--- config.mk ---
export PLATFORM = sky130hd
export DESIGN_NAME = u1e_ctrl_core
export DESIGN_NICKNAME = d
export VERILOG_FILES = /design/src/logic/ctrl_bus_pkg.sv /design/src/logic/ctrl_settings_pkg.sv /design/src/logic/host_bus_decode.sv /design/src/logic/misc_regs.sv /design/src/logic/settings_bus_16le.sv /design/src/logic/system_settings.sv /design/src/logic/vita_timer.sv /design/src/logic/readback_mux_16le.sv /design/src/logic/u1e_ctrl_core.sv
export SDC_FILE = /design/constraint.sdc
export NUM_CORES = 1
export LEC_CHECK = 0
export BUFFER_PORTS_ARGS = -buffer_cell sky130_fd_sc_hd__buf_4
export CORE_MARGIN = 3
export CORE_UTILIZATION = 60
export DETAILED_ROUTE_END_ITERATION = 12
export PLACE_DENSITY = 0.78
export SLEW_MARGIN = 20
export SYNTH_ARGS = -nofsm -noshare
export SYNTH_HDL_FRONTEND = slang
export SYNTH_SLANG_ARGS = --single-unit
--- constraint.sdc ---
create_clock -name wb_clk -period 5.9 [get_ports wb_clk]
set_input_delay 0.295 -clock wb_clk [delete_from_list [all_inputs] [get_ports wb_clk]]
set_output_delay 0.295 -clock wb_clk [all_outputs]
set_load 0.005 [all_outputs]
--- src/logic/ctrl_bus_pkg.sv ---
/*
 * Host bus definitions for the radio control core.
 * Bus geometry, slave window numbers, misc register offsets and the
 * values the misc bank returns for its fixed locations.
 */

package ctrl_bus_pkg;

   // host bus geometry
   localparam int BUS_DW   = 16;
   localparam int BUS_AW   = 11;
   localparam int DECODE_W = 4;   // slave number from adr[10:7]
   localparam int MISC_AW  = 7;   // offset inside a slave window

   // slave windows
   localparam logic [DECODE_W-1:0] SLV_MISC     = 4'd0;
   localparam logic [DECODE_W-1:0] SLV_READBACK = 4'd7;
   localparam logic [DECODE_W-1:0] SLV_SETTINGS = 4'd8;  // double wide, 8 and 9

   //////////////////////////////////////////////////
   // misc register offsets
   localparam logic [MISC_AW-1:0] REG_LEDS        = 7'd0;
   localparam logic [MISC_AW-1:0] REG_CGEN_CTRL   = 7'd4;
   localparam logic [MISC_AW-1:0] REG_CGEN_ST     = 7'd6;   // read only
   localparam logic [MISC_AW-1:0] REG_TEST        = 7'd8;
   localparam logic [MISC_AW-1:0] REG_RX_FRAMELEN = 7'd10;  // read only
   localparam logic [MISC_AW-1:0] REG_TX_FRAMELEN = 7'd12;
   localparam logic [MISC_AW-1:0] REG_XFER_RATE   = 7'd14;
   localparam logic [MISC_AW-1:0] REG_COMPAT      = 7'd16;  // read only

   localparam logic [7:0]        COMPAT_NUM      = 8'd5;
   localparam logic [BUS_DW-1:0] MISC_DEFAULT    = 16'hBEEF;
   localparam logic [1:0]        CGEN_CTRL_RESET = 2'b11;  // sync_b and ref_sel high

endpackage

--- src/logic/ctrl_settings_pkg.sv ---
/*
 * Settings bus definitions for the radio control core.
 * Geometry of the 32-bit setting strobe, the setting register map
 * and the VITA timer constants.
 */

package ctrl_settings_pkg;

   // settings bus geometry
   localparam int SET_AW = 8;
   localparam int SET_DW = 32;
   localparam int SET_RW = 6;   // 64 registers

   //////////////////////////////////////////////////
   // setting register map
   localparam logic [SET_AW-1:0] SR_TIME64        = 8'd42;  // +0 secs, +1 ticks
   localparam logic [SET_AW-1:0] SR_REG_TEST32    = 8'd60;
   localparam logic [SET_AW-1:0] SR_CLEAR_RX_FIFO = 8'd61;
   localparam logic [SET_AW-1:0] SR_CLEAR_TX_FIFO = 8'd62;
   localparam logic [SET_AW-1:0] SR_GLOBAL_RESET  = 8'd63;

   // vita time, seconds over ticks
   localparam logic [31:0] TICKS_PER_SEC = 32'd64000000;
   localparam int          VITA_W        = 64;

   // readback window
   localparam int RB_WORDS = 16;

endpackage

--- src/logic/host_bus_decode.sv ---
/*
 * Host bus decoder. Splits the host address into slave windows,
 * strobes the selected write slave and returns a registered one
 * cycle acknowledge with read data. Unmapped windows never ack.
 */

`timescale 1ns/100ps

module host_bus_decode
  (input  logic                             wb_clk,
   input  logic                             core_rst_i,
   input  logic                             bus_cyc_i,
   input  logic                             bus_stb_i,
   input  logic                             bus_we_i,
   input  logic [ctrl_bus_pkg::BUS_AW-1:0]  bus_adr_i,
   input  logic [ctrl_bus_pkg::BUS_DW-1:0]  misc_rd_dat_i,
   input  logic [ctrl_bus_pkg::BUS_DW-1:0]  rb_rd_dat_i,
   output logic                             bus_ack_o,
   output logic [ctrl_bus_pkg::BUS_DW-1:0]  bus_dat_o,
   output logic                             misc_wr_stb_o,
   output logic                             set_wr_stb_o);

   import ctrl_bus_pkg::*;

   logic [DECODE_W-1:0] slv;
   logic                sel_misc, sel_rb, sel_set;
   logic                accept;
   logic [BUS_DW-1:0]   rd_sel;

   assign slv      = bus_adr_i[BUS_AW-1 -: DECODE_W];
   assign sel_misc = (slv == SLV_MISC);
   assign sel_rb   = (slv == SLV_READBACK);
   assign sel_set  = (slv[DECODE_W-1:1] == SLV_SETTINGS[DECODE_W-1:1]);  // 8 and 9

   // a held request is taken once, the ack cycle blocks a second take
   assign accept = bus_cyc_i & bus_stb_i & ~bus_ack_o & (sel_misc | sel_rb | sel_set);

   assign misc_wr_stb_o = accept & bus_we_i & sel_misc;
   assign set_wr_stb_o  = accept & bus_we_i & sel_set;

   // settings window has nothing to read
   assign rd_sel = sel_misc ? misc_rd_dat_i :
                   sel_rb   ? rb_rd_dat_i   : '0;

   always_ff @(posedge wb_clk)
   begin
      if (core_rst_i)
         bus_ack_o <= 1'b0;
      else
         bus_ack_o <= accept;
   end

   always_ff @(posedge wb_clk)
   begin
      if (accept && !bus_we_i)
         bus_dat_o <= rd_sel;   // valid with the ack
   end

endmodule

--- src/logic/misc_regs.sv ---
/*
 * Misc control and status bank in slave window 0.
 * LEDs, clock generator control and status, test register,
 * frame lengths, transfer rate and the compatibility number.
 */

`timescale 1ns/100ps

module misc_regs
  (input  logic                              wb_clk,
   input  logic                              core_rst_i,
   input  logic                              wr_stb_i,
   input  logic [ctrl_bus_pkg::MISC_AW-1:0]  adr_i,
   input  logic [ctrl_bus_pkg::BUS_DW-1:0]   dat_i,
   input  logic                              cgen_st_status_i,
   input  logic                              cgen_st_ld_i,
   input  logic                              cgen_st_refmon_i,
   input  logic [ctrl_bus_pkg::BUS_DW-1:0]   rx_frame_len_i,
   output logic [ctrl_bus_pkg::BUS_DW-1:0]   rd_dat_o,
   output logic [3:0]                        debug_led_o,
   output logic                              cgen_sync_b_o,
   output logic                              cgen_ref_sel_o,
   output logic [ctrl_bus_pkg::BUS_DW-1:0]   tx_frame_len_o,
   output logic [7:0]                        test_rate_o,
   output logic [3:0]                        test_ctrl_o);

   import ctrl_bus_pkg::*;

   logic [BUS_DW-1:0] reg_leds, reg_cgen_ctrl, reg_test, reg_tx_framelen, reg_xfer_rate;

   //////////////////////////////////////////////////
   // write side
   always_ff @(posedge wb_clk)
   begin
      if (core_rst_i)
      begin
         reg_leds        <= '0;
         reg_cgen_ctrl   <= {{(BUS_DW-2){1'b0}}, CGEN_CTRL_RESET};
         reg_test        <= '0;
         reg_tx_framelen <= '0;
         reg_xfer_rate   <= '0;
      end
      else if (wr_stb_i)
      begin
         case (adr_i)
            REG_LEDS        : reg_leds        <= dat_i;
            REG_CGEN_CTRL   : reg_cgen_ctrl   <= dat_i;
            REG_TEST        : reg_test        <= dat_i;
            REG_TX_FRAMELEN : reg_tx_framelen <= dat_i;
            REG_XFER_RATE   : reg_xfer_rate   <= dat_i;
            default         : ;   // status offsets ignore writes
         endcase
      end
   end

   assign debug_led_o    = ~reg_leds[3:0];   // leds are active low
   assign cgen_sync_b_o  = reg_cgen_ctrl[1];
   assign cgen_ref_sel_o = reg_cgen_ctrl[0];
   assign tx_frame_len_o = reg_tx_framelen;
   assign test_ctrl_o    = reg_xfer_rate[11:8];
   assign test_rate_o    = reg_xfer_rate[7:0];

   //////////////////////////////////////////////////
   // read side, combinational
   always_comb
   begin
      case (adr_i)
         REG_LEDS        : rd_dat_o = reg_leds;
         REG_CGEN_CTRL   : rd_dat_o = reg_cgen_ctrl;
         REG_CGEN_ST     : rd_dat_o = {13'b0, cgen_st_status_i, cgen_st_ld_i, cgen_st_refmon_i};
         REG_TEST        : rd_dat_o = reg_test;
         REG_RX_FRAMELEN : rd_dat_o = rx_frame_len_i;
         REG_TX_FRAMELEN : rd_dat_o = reg_tx_framelen;
         REG_XFER_RATE   : rd_dat_o = reg_xfer_rate;
         REG_COMPAT      : rd_dat_o = {8'd0, COMPAT_NUM};
         default         : rd_dat_o = MISC_DEFAULT;
      endcase
   end

endmodule

--- src/logic/settings_bus_16le.sv ---
/*
 * 16-bit little-endian settings bus.
 * The low halfword is held until the high halfword arrives, then a
 * single 32-bit setting strobe goes out one cycle later.
 */

`timescale 1ns/100ps

module settings_bus_16le
  (input  logic                                  wb_clk,
   input  logic                                  core_rst_i,
   input  logic                                  wr_stb_i,
   input  logic [7:0]                            adr_i,
   input  logic [ctrl_bus_pkg::BUS_DW-1:0]       dat_i,
   output logic                                  set_stb_o,
   output logic [ctrl_settings_pkg::SET_AW-1:0]  set_addr_o,
   output logic [ctrl_settings_pkg::SET_DW-1:0]  set_data_o);

   import ctrl_settings_pkg::*;

   logic [SET_DW/2-1:0] low_half;
   logic                wr_low, wr_high;

   assign wr_low  = wr_stb_i & ~adr_i[1];
   assign wr_high = wr_stb_i &  adr_i[1];   // completes the word

   always_ff @(posedge wb_clk)
   begin
      if (core_rst_i)
         set_stb_o <= 1'b0;
      else
         set_stb_o <= wr_high;
   end

   always_ff @(posedge wb_clk)
   begin
      if (wr_low)
         low_half <= dat_i;
      if (wr_high)
      begin
         // word index lives in adr[7:2]
         set_addr_o <= {{(SET_AW-SET_RW){1'b0}}, adr_i[SET_RW+1:2]};
         set_data_o <= {dat_i, low_half};
      end
   end

endmodule

--- src/logic/system_settings.sv ---
/*
 * System setting consumers. FIFO clear pulses, the soft global
 * reset and a 32-bit test register that survives every reset.
 */

`timescale 1ns/100ps

module system_settings
  (input  logic                                  wb_clk,
   input  logic                                  wb_rst,
   input  logic                                  set_stb_i,
   input  logic [ctrl_settings_pkg::SET_AW-1:0]  set_addr_i,
   input  logic [ctrl_settings_pkg::SET_DW-1:0]  set_data_i,
   output logic                                  core_rst_o,
   output logic                                  clear_rx_o,
   output logic                                  clear_tx_o,
   output logic [ctrl_settings_pkg::SET_DW-1:0]  test32_o);

   import ctrl_settings_pkg::*;

   logic glob_rst_pulse;

   always_ff @(posedge wb_clk)
   begin
      if (wb_rst)
      begin
         clear_rx_o     <= 1'b0;
         clear_tx_o     <= 1'b0;
         glob_rst_pulse <= 1'b0;
      end
      else
      begin
         clear_rx_o     <= set_stb_i && (set_addr_i == SR_CLEAR_RX_FIFO);
         clear_tx_o     <= set_stb_i && (set_addr_i == SR_CLEAR_TX_FIFO);
         glob_rst_pulse <= set_stb_i && (set_addr_i == SR_GLOBAL_RESET);  // data ignored
      end
   end

   // core reset follows board reset or the soft reset pulse
   always_ff @(posedge wb_clk)
      core_rst_o <= wb_rst | glob_rst_pulse;

   // lets the host tell a fresh load from a reset one
   always_ff @(posedge wb_clk)
   begin
      if (set_stb_i && (set_addr_i == SR_REG_TEST32))
         test32_o <= set_data_i;
   end

endmodule

--- src/logic/vita_timer.sv ---
/*
 * VITA time counter. Seconds over ticks, loaded from two settings,
 * ticks wrap once per second, and the time is copied on each PPS edge.
 */

`timescale 1ns/100ps

module vita_timer
  (input  logic                                  wb_clk,
   input  logic                                  core_rst_i,
   input  logic                                  set_stb_i,
   input  logic [ctrl_settings_pkg::SET_AW-1:0]  set_addr_i,
   input  logic [ctrl_settings_pkg::SET_DW-1:0]  set_data_i,
   input  logic                                  pps_i,
   output logic [ctrl_settings_pkg::VITA_W-1:0]  vita_time_o,
   output logic [ctrl_settings_pkg::VITA_W-1:0]  vita_time_pps_o);

   import ctrl_settings_pkg::*;

   logic [VITA_W/2-1:0] secs_r, ticks_r, secs_hold;
   logic                pps_r, pps_d;
   logic                pps_edge;

   // seconds wait here until the ticks word arrives
   always_ff @(posedge wb_clk)
   begin
      if (set_stb_i && (set_addr_i == SR_TIME64))
         secs_hold <= set_data_i;
   end

   always_ff @(posedge wb_clk)
   begin
      if (core_rst_i)
      begin
         secs_r  <= '0;
         ticks_r <= '0;
      end
      else if (set_stb_i && (set_addr_i == SR_TIME64 + 8'd1))
      begin
         secs_r  <= secs_hold;
         ticks_r <= set_data_i;
      end
      else if (ticks_r == TICKS_PER_SEC - 32'd1)
      begin
         secs_r  <= secs_r + 1'b1;   // one second done
         ticks_r <= '0;
      end
      else
         ticks_r <= ticks_r + 1'b1;
   end

   assign vita_time_o = {secs_r, ticks_r};

   //////////////////////////////////////////////////
   // pps capture
   assign pps_edge = pps_r & ~pps_d;

   always_ff @(posedge wb_clk)
   begin
      if (core_rst_i)
      begin
         pps_r           <= 1'b0;
         pps_d           <= 1'b0;
         vita_time_pps_o <= '0;
      end
      else
      begin
         pps_r <= pps_i;   // input register
         pps_d <= pps_r;
         if (pps_edge)
            vita_time_pps_o <= vita_time_o;
      end
   end

endmodule

--- src/logic/readback_mux_16le.sv ---
/*
 * Readback mux. Sixteen 32-bit status words, returned to the host
 * as 16-bit halves, low half first.
 */

`timescale 1ns/100ps

module readback_mux_16le
  (input  logic [5:0]                            adr_i,
   input  logic [ctrl_settings_pkg::VITA_W-1:0]  vita_time_i,
   input  logic [ctrl_settings_pkg::VITA_W-1:0]  vita_time_pps_i,
   input  logic [ctrl_settings_pkg::SET_DW-1:0]  test32_i,
   output logic [ctrl_bus_pkg::BUS_DW-1:0]       rd_dat_o);

   import ctrl_settings_pkg::*;

   logic [SET_DW-1:0] words [RB_WORDS];
   logic [SET_DW-1:0] word_sel;

   always_comb
   begin
      for (int i = 0; i < RB_WORDS; i++)
         words[i] = '0;   // unused words read zero
      words[0] = vita_time_i[VITA_W-1:VITA_W/2];
      words[1] = vita_time_i[VITA_W/2-1:0];
      words[2] = vita_time_pps_i[VITA_W-1:VITA_W/2];
      words[3] = vita_time_pps_i[VITA_W/2-1:0];
      words[4] = test32_i;
   end

   assign word_sel = words[adr_i[5:2]];
   assign rd_dat_o = adr_i[1] ? word_sel[SET_DW-1:SET_DW/2] : word_sel[SET_DW/2-1:0];

endmodule

--- src/logic/u1e_ctrl_core.sv ---
/*
 * Control plane of the radio core. Host bus decoder, misc bank,
 * settings bus with its consumers and the readback mux.
 */

`timescale 1ns/100ps

module u1e_ctrl_core
  (input  logic                             wb_clk,
   input  logic                             wb_rst,
   input  logic                             bus_cyc_i,
   input  logic                             bus_stb_i,
   input  logic                             bus_we_i,
   input  logic [ctrl_bus_pkg::BUS_AW-1:0]  bus_adr_i,
   input  logic [ctrl_bus_pkg::BUS_DW-1:0]  bus_dat_i,
   output logic                             bus_ack_o,
   output logic [ctrl_bus_pkg::BUS_DW-1:0]  bus_dat_o,
   input  logic                             cgen_st_status_i,
   input  logic                             cgen_st_ld_i,
   input  logic                             cgen_st_refmon_i,
   input  logic [ctrl_bus_pkg::BUS_DW-1:0]  rx_frame_len_i,
   input  logic                             pps_i,
   output logic [3:0]                       debug_led_o,
   output logic                             cgen_sync_b_o,
   output logic                             cgen_ref_sel_o,
   output logic [ctrl_bus_pkg::BUS_DW-1:0]  tx_frame_len_o,
   output logic [7:0]                       test_rate_o,
   output logic [3:0]                       test_ctrl_o,
   output logic                             clear_rx_o,
   output logic                             clear_tx_o);

   import ctrl_bus_pkg::*;
   import ctrl_settings_pkg::*;

   logic              core_rst;
   logic              misc_wr_stb, set_wr_stb;
   logic [BUS_DW-1:0] misc_rd_dat, rb_rd_dat;
   logic              set_stb;
   logic [SET_AW-1:0] set_addr;
   logic [SET_DW-1:0] set_data, test32;
   logic [VITA_W-1:0] vita_time, vita_time_pps;

   //////////////////////////////////////////////////
   // input side
   host_bus_decode host_bus_decode_i
     (.wb_clk(wb_clk), .core_rst_i(core_rst),
      .bus_cyc_i(bus_cyc_i), .bus_stb_i(bus_stb_i), .bus_we_i(bus_we_i), .bus_adr_i(bus_adr_i),
      .misc_rd_dat_i(misc_rd_dat), .rb_rd_dat_i(rb_rd_dat),
      .bus_ack_o(bus_ack_o), .bus_dat_o(bus_dat_o),
      .misc_wr_stb_o(misc_wr_stb), .set_wr_stb_o(set_wr_stb));

   // slave 0
   misc_regs misc_regs_i
     (.wb_clk(wb_clk), .core_rst_i(core_rst), .wr_stb_i(misc_wr_stb),
      .adr_i(bus_adr_i[MISC_AW-1:0]), .dat_i(bus_dat_i),
      .cgen_st_status_i(cgen_st_status_i), .cgen_st_ld_i(cgen_st_ld_i),
      .cgen_st_refmon_i(cgen_st_refmon_i), .rx_frame_len_i(rx_frame_len_i),
      .rd_dat_o(misc_rd_dat), .debug_led_o(debug_led_o),
      .cgen_sync_b_o(cgen_sync_b_o), .cgen_ref_sel_o(cgen_ref_sel_o),
      .tx_frame_len_o(tx_frame_len_o), .test_rate_o(test_rate_o), .test_ctrl_o(test_ctrl_o));

   // slaves 8 and 9
   settings_bus_16le settings_bus_16le_i
     (.wb_clk(wb_clk), .core_rst_i(core_rst), .wr_stb_i(set_wr_stb),
      .adr_i(bus_adr_i[SET_AW-1:0]), .dat_i(bus_dat_i),
      .set_stb_o(set_stb), .set_addr_o(set_addr), .set_data_o(set_data));

   //////////////////////////////////////////////////
   // setting consumers
   system_settings system_settings_i
     (.wb_clk(wb_clk), .wb_rst(wb_rst),
      .set_stb_i(set_stb), .set_addr_i(set_addr), .set_data_i(set_data),
      .core_rst_o(core_rst), .clear_rx_o(clear_rx_o), .clear_tx_o(clear_tx_o),
      .test32_o(test32));

   vita_timer vita_timer_i
     (.wb_clk(wb_clk), .core_rst_i(core_rst),
      .set_stb_i(set_stb), .set_addr_i(set_addr), .set_data_i(set_data), .pps_i(pps_i),
      .vita_time_o(vita_time), .vita_time_pps_o(vita_time_pps));

   // slave 7, output side
   readback_mux_16le readback_mux_16le_i
     (.adr_i(bus_adr_i[5:0]), .vita_time_i(vita_time), .vita_time_pps_i(vita_time_pps),
      .test32_i(test32), .rd_dat_o(rb_rd_dat));

endmodule

# [After elaboration in Yosys (flattened, before gate mapping)]
# Cells that the tools add are included.
# Widths: inputs -> output; s select.
[totals] elab_cells=85 reg_bits=350 inputBits=52
[classes] reduce_logical=16 eq_ne=16 mux=11 addsub=2 bitwise=17 n_lt_le_gt_ge=1
[ops] op="$mux 32" n=6
[ops] op="$bmux 32 s4" n=1
[ops] op="$pmux 16 s8" n=1
[ops] op="$add 32x1->32 const B" n=2
[ops] op="$mux 16" n=3
[ops] op="$eq 6x6->1 const B" n=6
[ops] op="$eq 32x26->1 const B" n=1
[ops] op="$eq 7x4->1 const B" n=4
[ops] op="$eq 7x3->1 const B" n=2
[ops] op="$reduce_and 2->1" n=5
[ops] op="$and 1x1->1" n=9
[ops] op="$eq 7x5->1 const B" n=1
[ops] op="$logic_and 1x1->1" n=7
[ops] op="$logic_not 7->1" n=1
[ops] op="$ge 5x5->1 const B" n=1
[ops] op="$not 4->5" n=1
[ops] op="$eq 4x3->1 const B" n=1
[ops] op="$logic_not 4->1" n=1
[ops] op="$not 4->4" n=1
[ops] op="$eq 3x3->1 const B" n=1
[ops] op="$not 1->1" n=3
[ops] op="$or 1x1->1" n=3
[ops] op="$reduce_bool 2->1" n=1
[ops] op="$logic_not 1->1" n=1

# [Depth between registers and ports, before layout]
[depth] depth_word=7 depth_mapped=9

# [Hierarchy]
# From an unflattened synthesis, not the netlist that was laid out.
[unflattened] hier_cells=1550 area_unflattened_um2=15864.0
[modules_own_cells] module="vita_timer" cells_each=760 n_inst=1 area_per_inst_um2=6941.7
[modules_own_cells] module="misc_regs" cells_each=465 n_inst=1 area_per_inst_um2=3897.5
[modules_own_cells] module="settings_bus_16le" cells_each=61 n_inst=1 area_per_inst_um2=1686.6
[modules_own_cells] module="readback_mux_16le" cells_each=170 n_inst=1 area_per_inst_um2=1452.6
[modules_own_cells] module="system_settings" cells_each=46 n_inst=1 area_per_inst_um2=1116.1
[modules_own_cells] module="host_bus_decode" cells_each=48 n_inst=1 area_per_inst_um2=769.5

# [Worst setup path after synthesis]
# No wires, ideal clock.
[synth_path] path_kind="reg2reg" startpoint="reg settings_bus_16le_i.set_addr_o[5] in the netlist's numbering" endpoint="reg system_settings_i.test32_o[0] in the netlist's numbering (enable)" required_time_ns=5.439 setup_ns=0.461 path_slack_ns=2.638 arrival_ns=2.801 stages_incl_launch_ff=4 path_cell_list="edfxtp_1 -> and3_1 -> nand3_1 -> nor3_1"
[synth_between] elab_chain_cells=2
[synth_rtl] item="start: declaration" line="settings_bus_16le.sv:16" rtl="output logic [ctrl_settings_pkg::SET_AW-1:0] set_addr_o,"
[synth_rtl] item="start signal: assignment" line="settings_bus_16le.sv:42" rtl="set_addr_o <= {{(SET_AW-SET_RW){1'b0}}, adr_i[SET_RW+1:2]};"
[synth_rtl] item="$eq 6x6->1" line="system_settings.sv:46" rtl="if (set_stb_i && (set_addr_i == SR_REG_TEST32))"
[synth_rtl] item="$logic_and 1x1->1" line="system_settings.sv:46"
[synth_rtl] item="end signal: assignment" line="system_settings.sv:47" rtl="test32_o <= set_data_i;"
[synth_rtl] item="end: declaration" line="system_settings.sv:17" rtl="output logic [ctrl_settings_pkg::SET_DW-1:0] test32_o);"
# No other way between the ends.
# A chain may end at the register's enable or synchronous reset.

# [Final worst setup path]
[layout_path] startpoint="reg vita_timer_i.secs_r[8]" endpoint="reg vita_timer_i.secs_r[31]"
[layout_between] elab_chain_cells=3
[layout_rtl] item="start: declaration" line="vita_timer.sv:20" rtl="logic [VITA_W/2-1:0] secs_r, ticks_r, secs_hold;"
[layout_rtl] item="start signal: assignment" line="vita_timer.sv:40" rtl="secs_r <= secs_hold;"
[layout_rtl] item="start signal: assignment" line="vita_timer.sv:45" rtl="secs_r <= secs_r + 1'b1;"
[layout_rtl] item="$add 32x1->32" line="vita_timer.sv:45"
[layout_rtl] item="$mux 32" line="vita_timer.sv:43" rtl="else if (ticks_r == TICKS_PER_SEC - 32'd1)"
[layout_rtl] item="$mux 32" line="vita_timer.sv:38" rtl="else if (set_stb_i && (set_addr_i == SR_TIME64 + 8'd1))"
# No other way between the ends. The select of a mux whose other input is x is not followed.

==> summary.txt <==
Timing
  – Setup ws final: 2.90 ns
  – Max Freq: 333 MHz
  – Max Clock Skew: 0.0245 ns
  – Max-slew headroom: 0.288
  – Pins over their slew limit: 0
  – Worst Max-Slew Pin Slew: 1.07 ns
  – Final TNS setup: 0 ns
  – Tmin final: 3.00 ns
  – Finish-stage setup viols: 0
  – Final worst-path cycle share: 0.508
  – Hold Fails Final Rpt: 0
  – RSZ-0062 raised after global routing: false

Placed design
  – DP Worst Slack: 2.77 ns
  – DP Area: 16100 um^2
  – Post-DP HPWL: 27.5 mm
  – GP Congestion: 0.899
  – I/O Buffers: 104

Power
  – Switching pwr: 0.00106 W
  – Final Total Pwr: 0.00508 W
  – Reg power frac: 0.495
  – Max rail drop VDD: 0.381 mV
  – Leakage: 5.99 nW
  – Combinational share of power: 0.034
  – Internal Power: 0.00402 W
  – Pwr dens: 291 nW/um^2
  – Clock power share: 0.471
  – Sw Share: 0.209

Finish
  – Share of layout cells above drive strength 1: 0.158
  – Commonest non-fill, non-tap cell in the layout: nand2_1
  – Area Growth Syn to Fin: 14.1%
  – Final Instance Area: 17400 um^2
  – ANT cells: 0
  – Reg area: 8350 um^2
  – Nets: 1579
  – Fillers: 1756
  – Multi-input combinational cell area: 6370 um^2
  – Final Util: 0.706
  – Commonest non-fill, non-tap cells in the layout: nand2_1 (302), dfxtp_1 (215), edfxtp_1 (134)

Critical path
  – FF-to-FF path depth: 5
  – Worst Path Arrival: 3.41 ns
  – Startpoint types: flip-flop
  – Critical path peak fanout: 17
  – CP Buf/Inv Count: 0
  – Worst r2r src: vita_timer_i.secs_r[8]
  – CP Cell Sequence: nand4_1 > or4_1 > nor3_1 > a311oi_1 > nor4_1
  – Kind of critical path: flip-flop to flip-flop
  – CP required: 6.31 ns
  – R2r endpoint: vita_timer_i.secs_r[31]
  – Crit path max-delay family: simple AND/OR/NAND/NOR gates
  – Slowest CP cell: or4_1
  – CP Capture Type: flip-flop
  – R2R setup slack: 2.90 ns
  – Largest stage delay on the critical path: 0.95 ns

Global routing
  – Pin count of the biggest net entering global routing: 148
  – Grt total ovfl: 0
  – First-pass GRT wire length: 65.0 mm
  – Tot GR Track Use: 0.307
  – Initial antenna violation count: 0
  – Vias in the first global route: 11747

Synthesis
  – Prevailing post-synth register cell: dfxtp_1
  – Seq/Total Area, Yosys: 0.547
  – Synth area leaders: dfxtp_1 (28%), edfxtp_1 (26%), nand2_1 (7.4%), mux4_2 (6.0%), mux2i_1 (4.3%)
  – Post-synth EDFFs: 134
  – Post-Syn Area per Cell: 10.3 um^2
  – Leading area contributor after synthesis: dfxtp_1
  – Yosys top cell area share: 0.283
  – Mapped Cells: 1484
  – Netlist cell types: 60
  – Post-Syn Area: 15300 um^2
  – Syn Nets: 1538
  – Seq cells post-synth: 350
  – Synth Warn #: 0
  – Ys async rst share: 0

Floorplanning
  – IO Pins: 105
  – Initial Utilization: 0.619
  – Die area: 27400 um^2
  – Die Y-Extent: 166 um
  – # rows: 57
  – Die X: 166 um
  – Core ar.: 24700 um^2

Detailed routing
  – DR vias/cell: 6.48
  – DRC violations left: 0
  – Antenna Nets Post-Route: 0
  – Drt pass-1 iters: 5
  – Iter 0 DRT Violations: 1467
  – Via count: 12159
  – Detailed Route WL: 42.3 mm
  – Routed WL per cell: 22.5 um

Clocking
  – Maximum clock insertion buffer count: 3
  – Htree depth: 2
  – CTS root buf: clkbuf_16
  – CTS tree: yes
  – CTS Buf Count: 36
  – Clk pin slew, worst setup/hold paths: 0.07 ns
  – Clock Latency Late Sink: 0.53 ns
  – CTS sink count: 350

Min path
  – Hold Crit Depth: 1
  – Hold path endpoint: settings_bus_16le_i.set_data_o[24]
  – Worst Hold Class: input pin to flip-flop
  – HP Start: bus_dat_i[8]

Status
  – Outcome: finished, final reports clean

Run
  – Max-Cap Viols: 0
==> routing by layer <==
metal	track usage	share of wire	wire, um
met3	0.0733	0.10	4310
met4	0.109	0.033	1410
met5	0	0	0
met2	0.490	0.47	19800
met1	0.414	0.40	16800
==> cells by family (layout without fill, tap and decap cells) <==
group                      count (synthesis)  count (layout)  share of synthesized area
adders and majority gates                  2               2                    0.00164
xor gates and xnor gates                  28              28                     0.0161
buffers and inverters                    139             208                     0.0388
DFF                                      350             350                      0.547
AOI/OAI and AO/OA                        273             273                      0.111
muxes                                    112             112                      0.107
and+or+nand+nor                          580             580                      0.178
==> sequential cells by signal, summed over array words and instances, names as in the netlist, 32 cells and up <==
name and flops:
vita_timer_i.secs_hold 32, vita_timer_i.vita_time_pps_o 64, system_settings_i.test32_o 32, settings_bus_16le_i.set_data_o 32, vita_timer_i.ticks_r 32, vita_timer_i.secs_r 32
==> synthesized netlist by cell type (4+ instances only) <==
cell	instances
nand2_1	302
dfxtp_1	216
edfxtp_1	134
a21oi_1	130
nor2_1	88
clkbuf_1	87
mux2i_1	66
mux4_2	41
nand3_1	38
o21ai_0	30
nor4_1	27
xnor2_1	25
nor3_1	22
and4_1	21
a311oi_1	19
nand4_1	19
a22o_1	17
o22ai_1	17
a211oi_1	15
inv_1	15
buf_2	14
a22oi_1	13
and3_1	12
buf_4	12
and2_1	10
or3_1	10
buf_1	9
or4_1	8
nor2b_1	6
o31ai_1	6
mux2_2	5
o211ai_1	5
o21a_1	4
or2_2	4
==> worst max-delay path by stage <==
| stage | start | end | slack (ns) | cells after the start |
|---|---|---|---|---|
| after CTS | bus_adr_i[4] | misc_regs_i.reg_test[12] | 2.72 | 7 |
| final | vita_timer_i.secs_r[8] | vita_timer_i.secs_r[31] | 2.90 | 5 |
| after global routing | vita_timer_i.ticks_r[0] | vita_timer_i.ticks_r[26] | 2.72 | 6 |
| after floorplan | settings_bus_16le_i.set_addr_o[5] | system_settings_i.test32_o[0] | 2.64 | 3 |
| after detailed placement | bus_adr_i[0] | misc_regs_i.reg_test[7] | 2.77 | 6 |
| after global placement | bus_adr_i[0] | misc_regs_i.reg_test[10] | 2.82 | 6 |
==> stage by stage <==
step | instances | hold WS (ns)
final | 1877 | 0.0216
after global routing | 1877 | 0.0135
after floorplan | 1484 | 0.372
after detailed placement | 1805 | 0.398
after CTS | 1877 | 0.00663
after global placement | 1805 | 0.398
==> worst register-to-register path, cell delays in order (launching register included) <==
cell	delay (ns)
dfxtp_1	0.58
nand4_1	0.31
or4_1	0.95
nor3_1	0.59
a311oi_1	0.18
nor4_1	0.30
==> power groups by stage <==
stage	Combinational [W]	Clock (W)	Sequential [W]
after detailed placement	0.000166	0	0.00257
after global placement	0.000165	0	0.00257
final	0.000173	0.00239	0.00251
after CTS	0.000170	0.00240	0.00251
after global routing	0.000184	0.00250	0.00251
after floorplan	0.0000977	0	0.00256
==> area by class of cell <==
type                            instances  area share
Sequential cell                       350       0.479
Multi-Input combinational cell        995       0.366
Clock buffer                           48      0.0590
Timing Repair Buffer                  127      0.0563
Tap cell                              324      0.0233
Clock inverter                         18      0.0129
Inverter                               15     0.00323
==> repair_timing <==
item / CTS / global route
resized for setup: 0 / 0
hold buffers: 6 / 0
setup endpoints to repair: 0 / 0
setup buffers: 0 / 0
hold endpoints to repair: 7 / 0
Power figures use the tool's default switching activity.
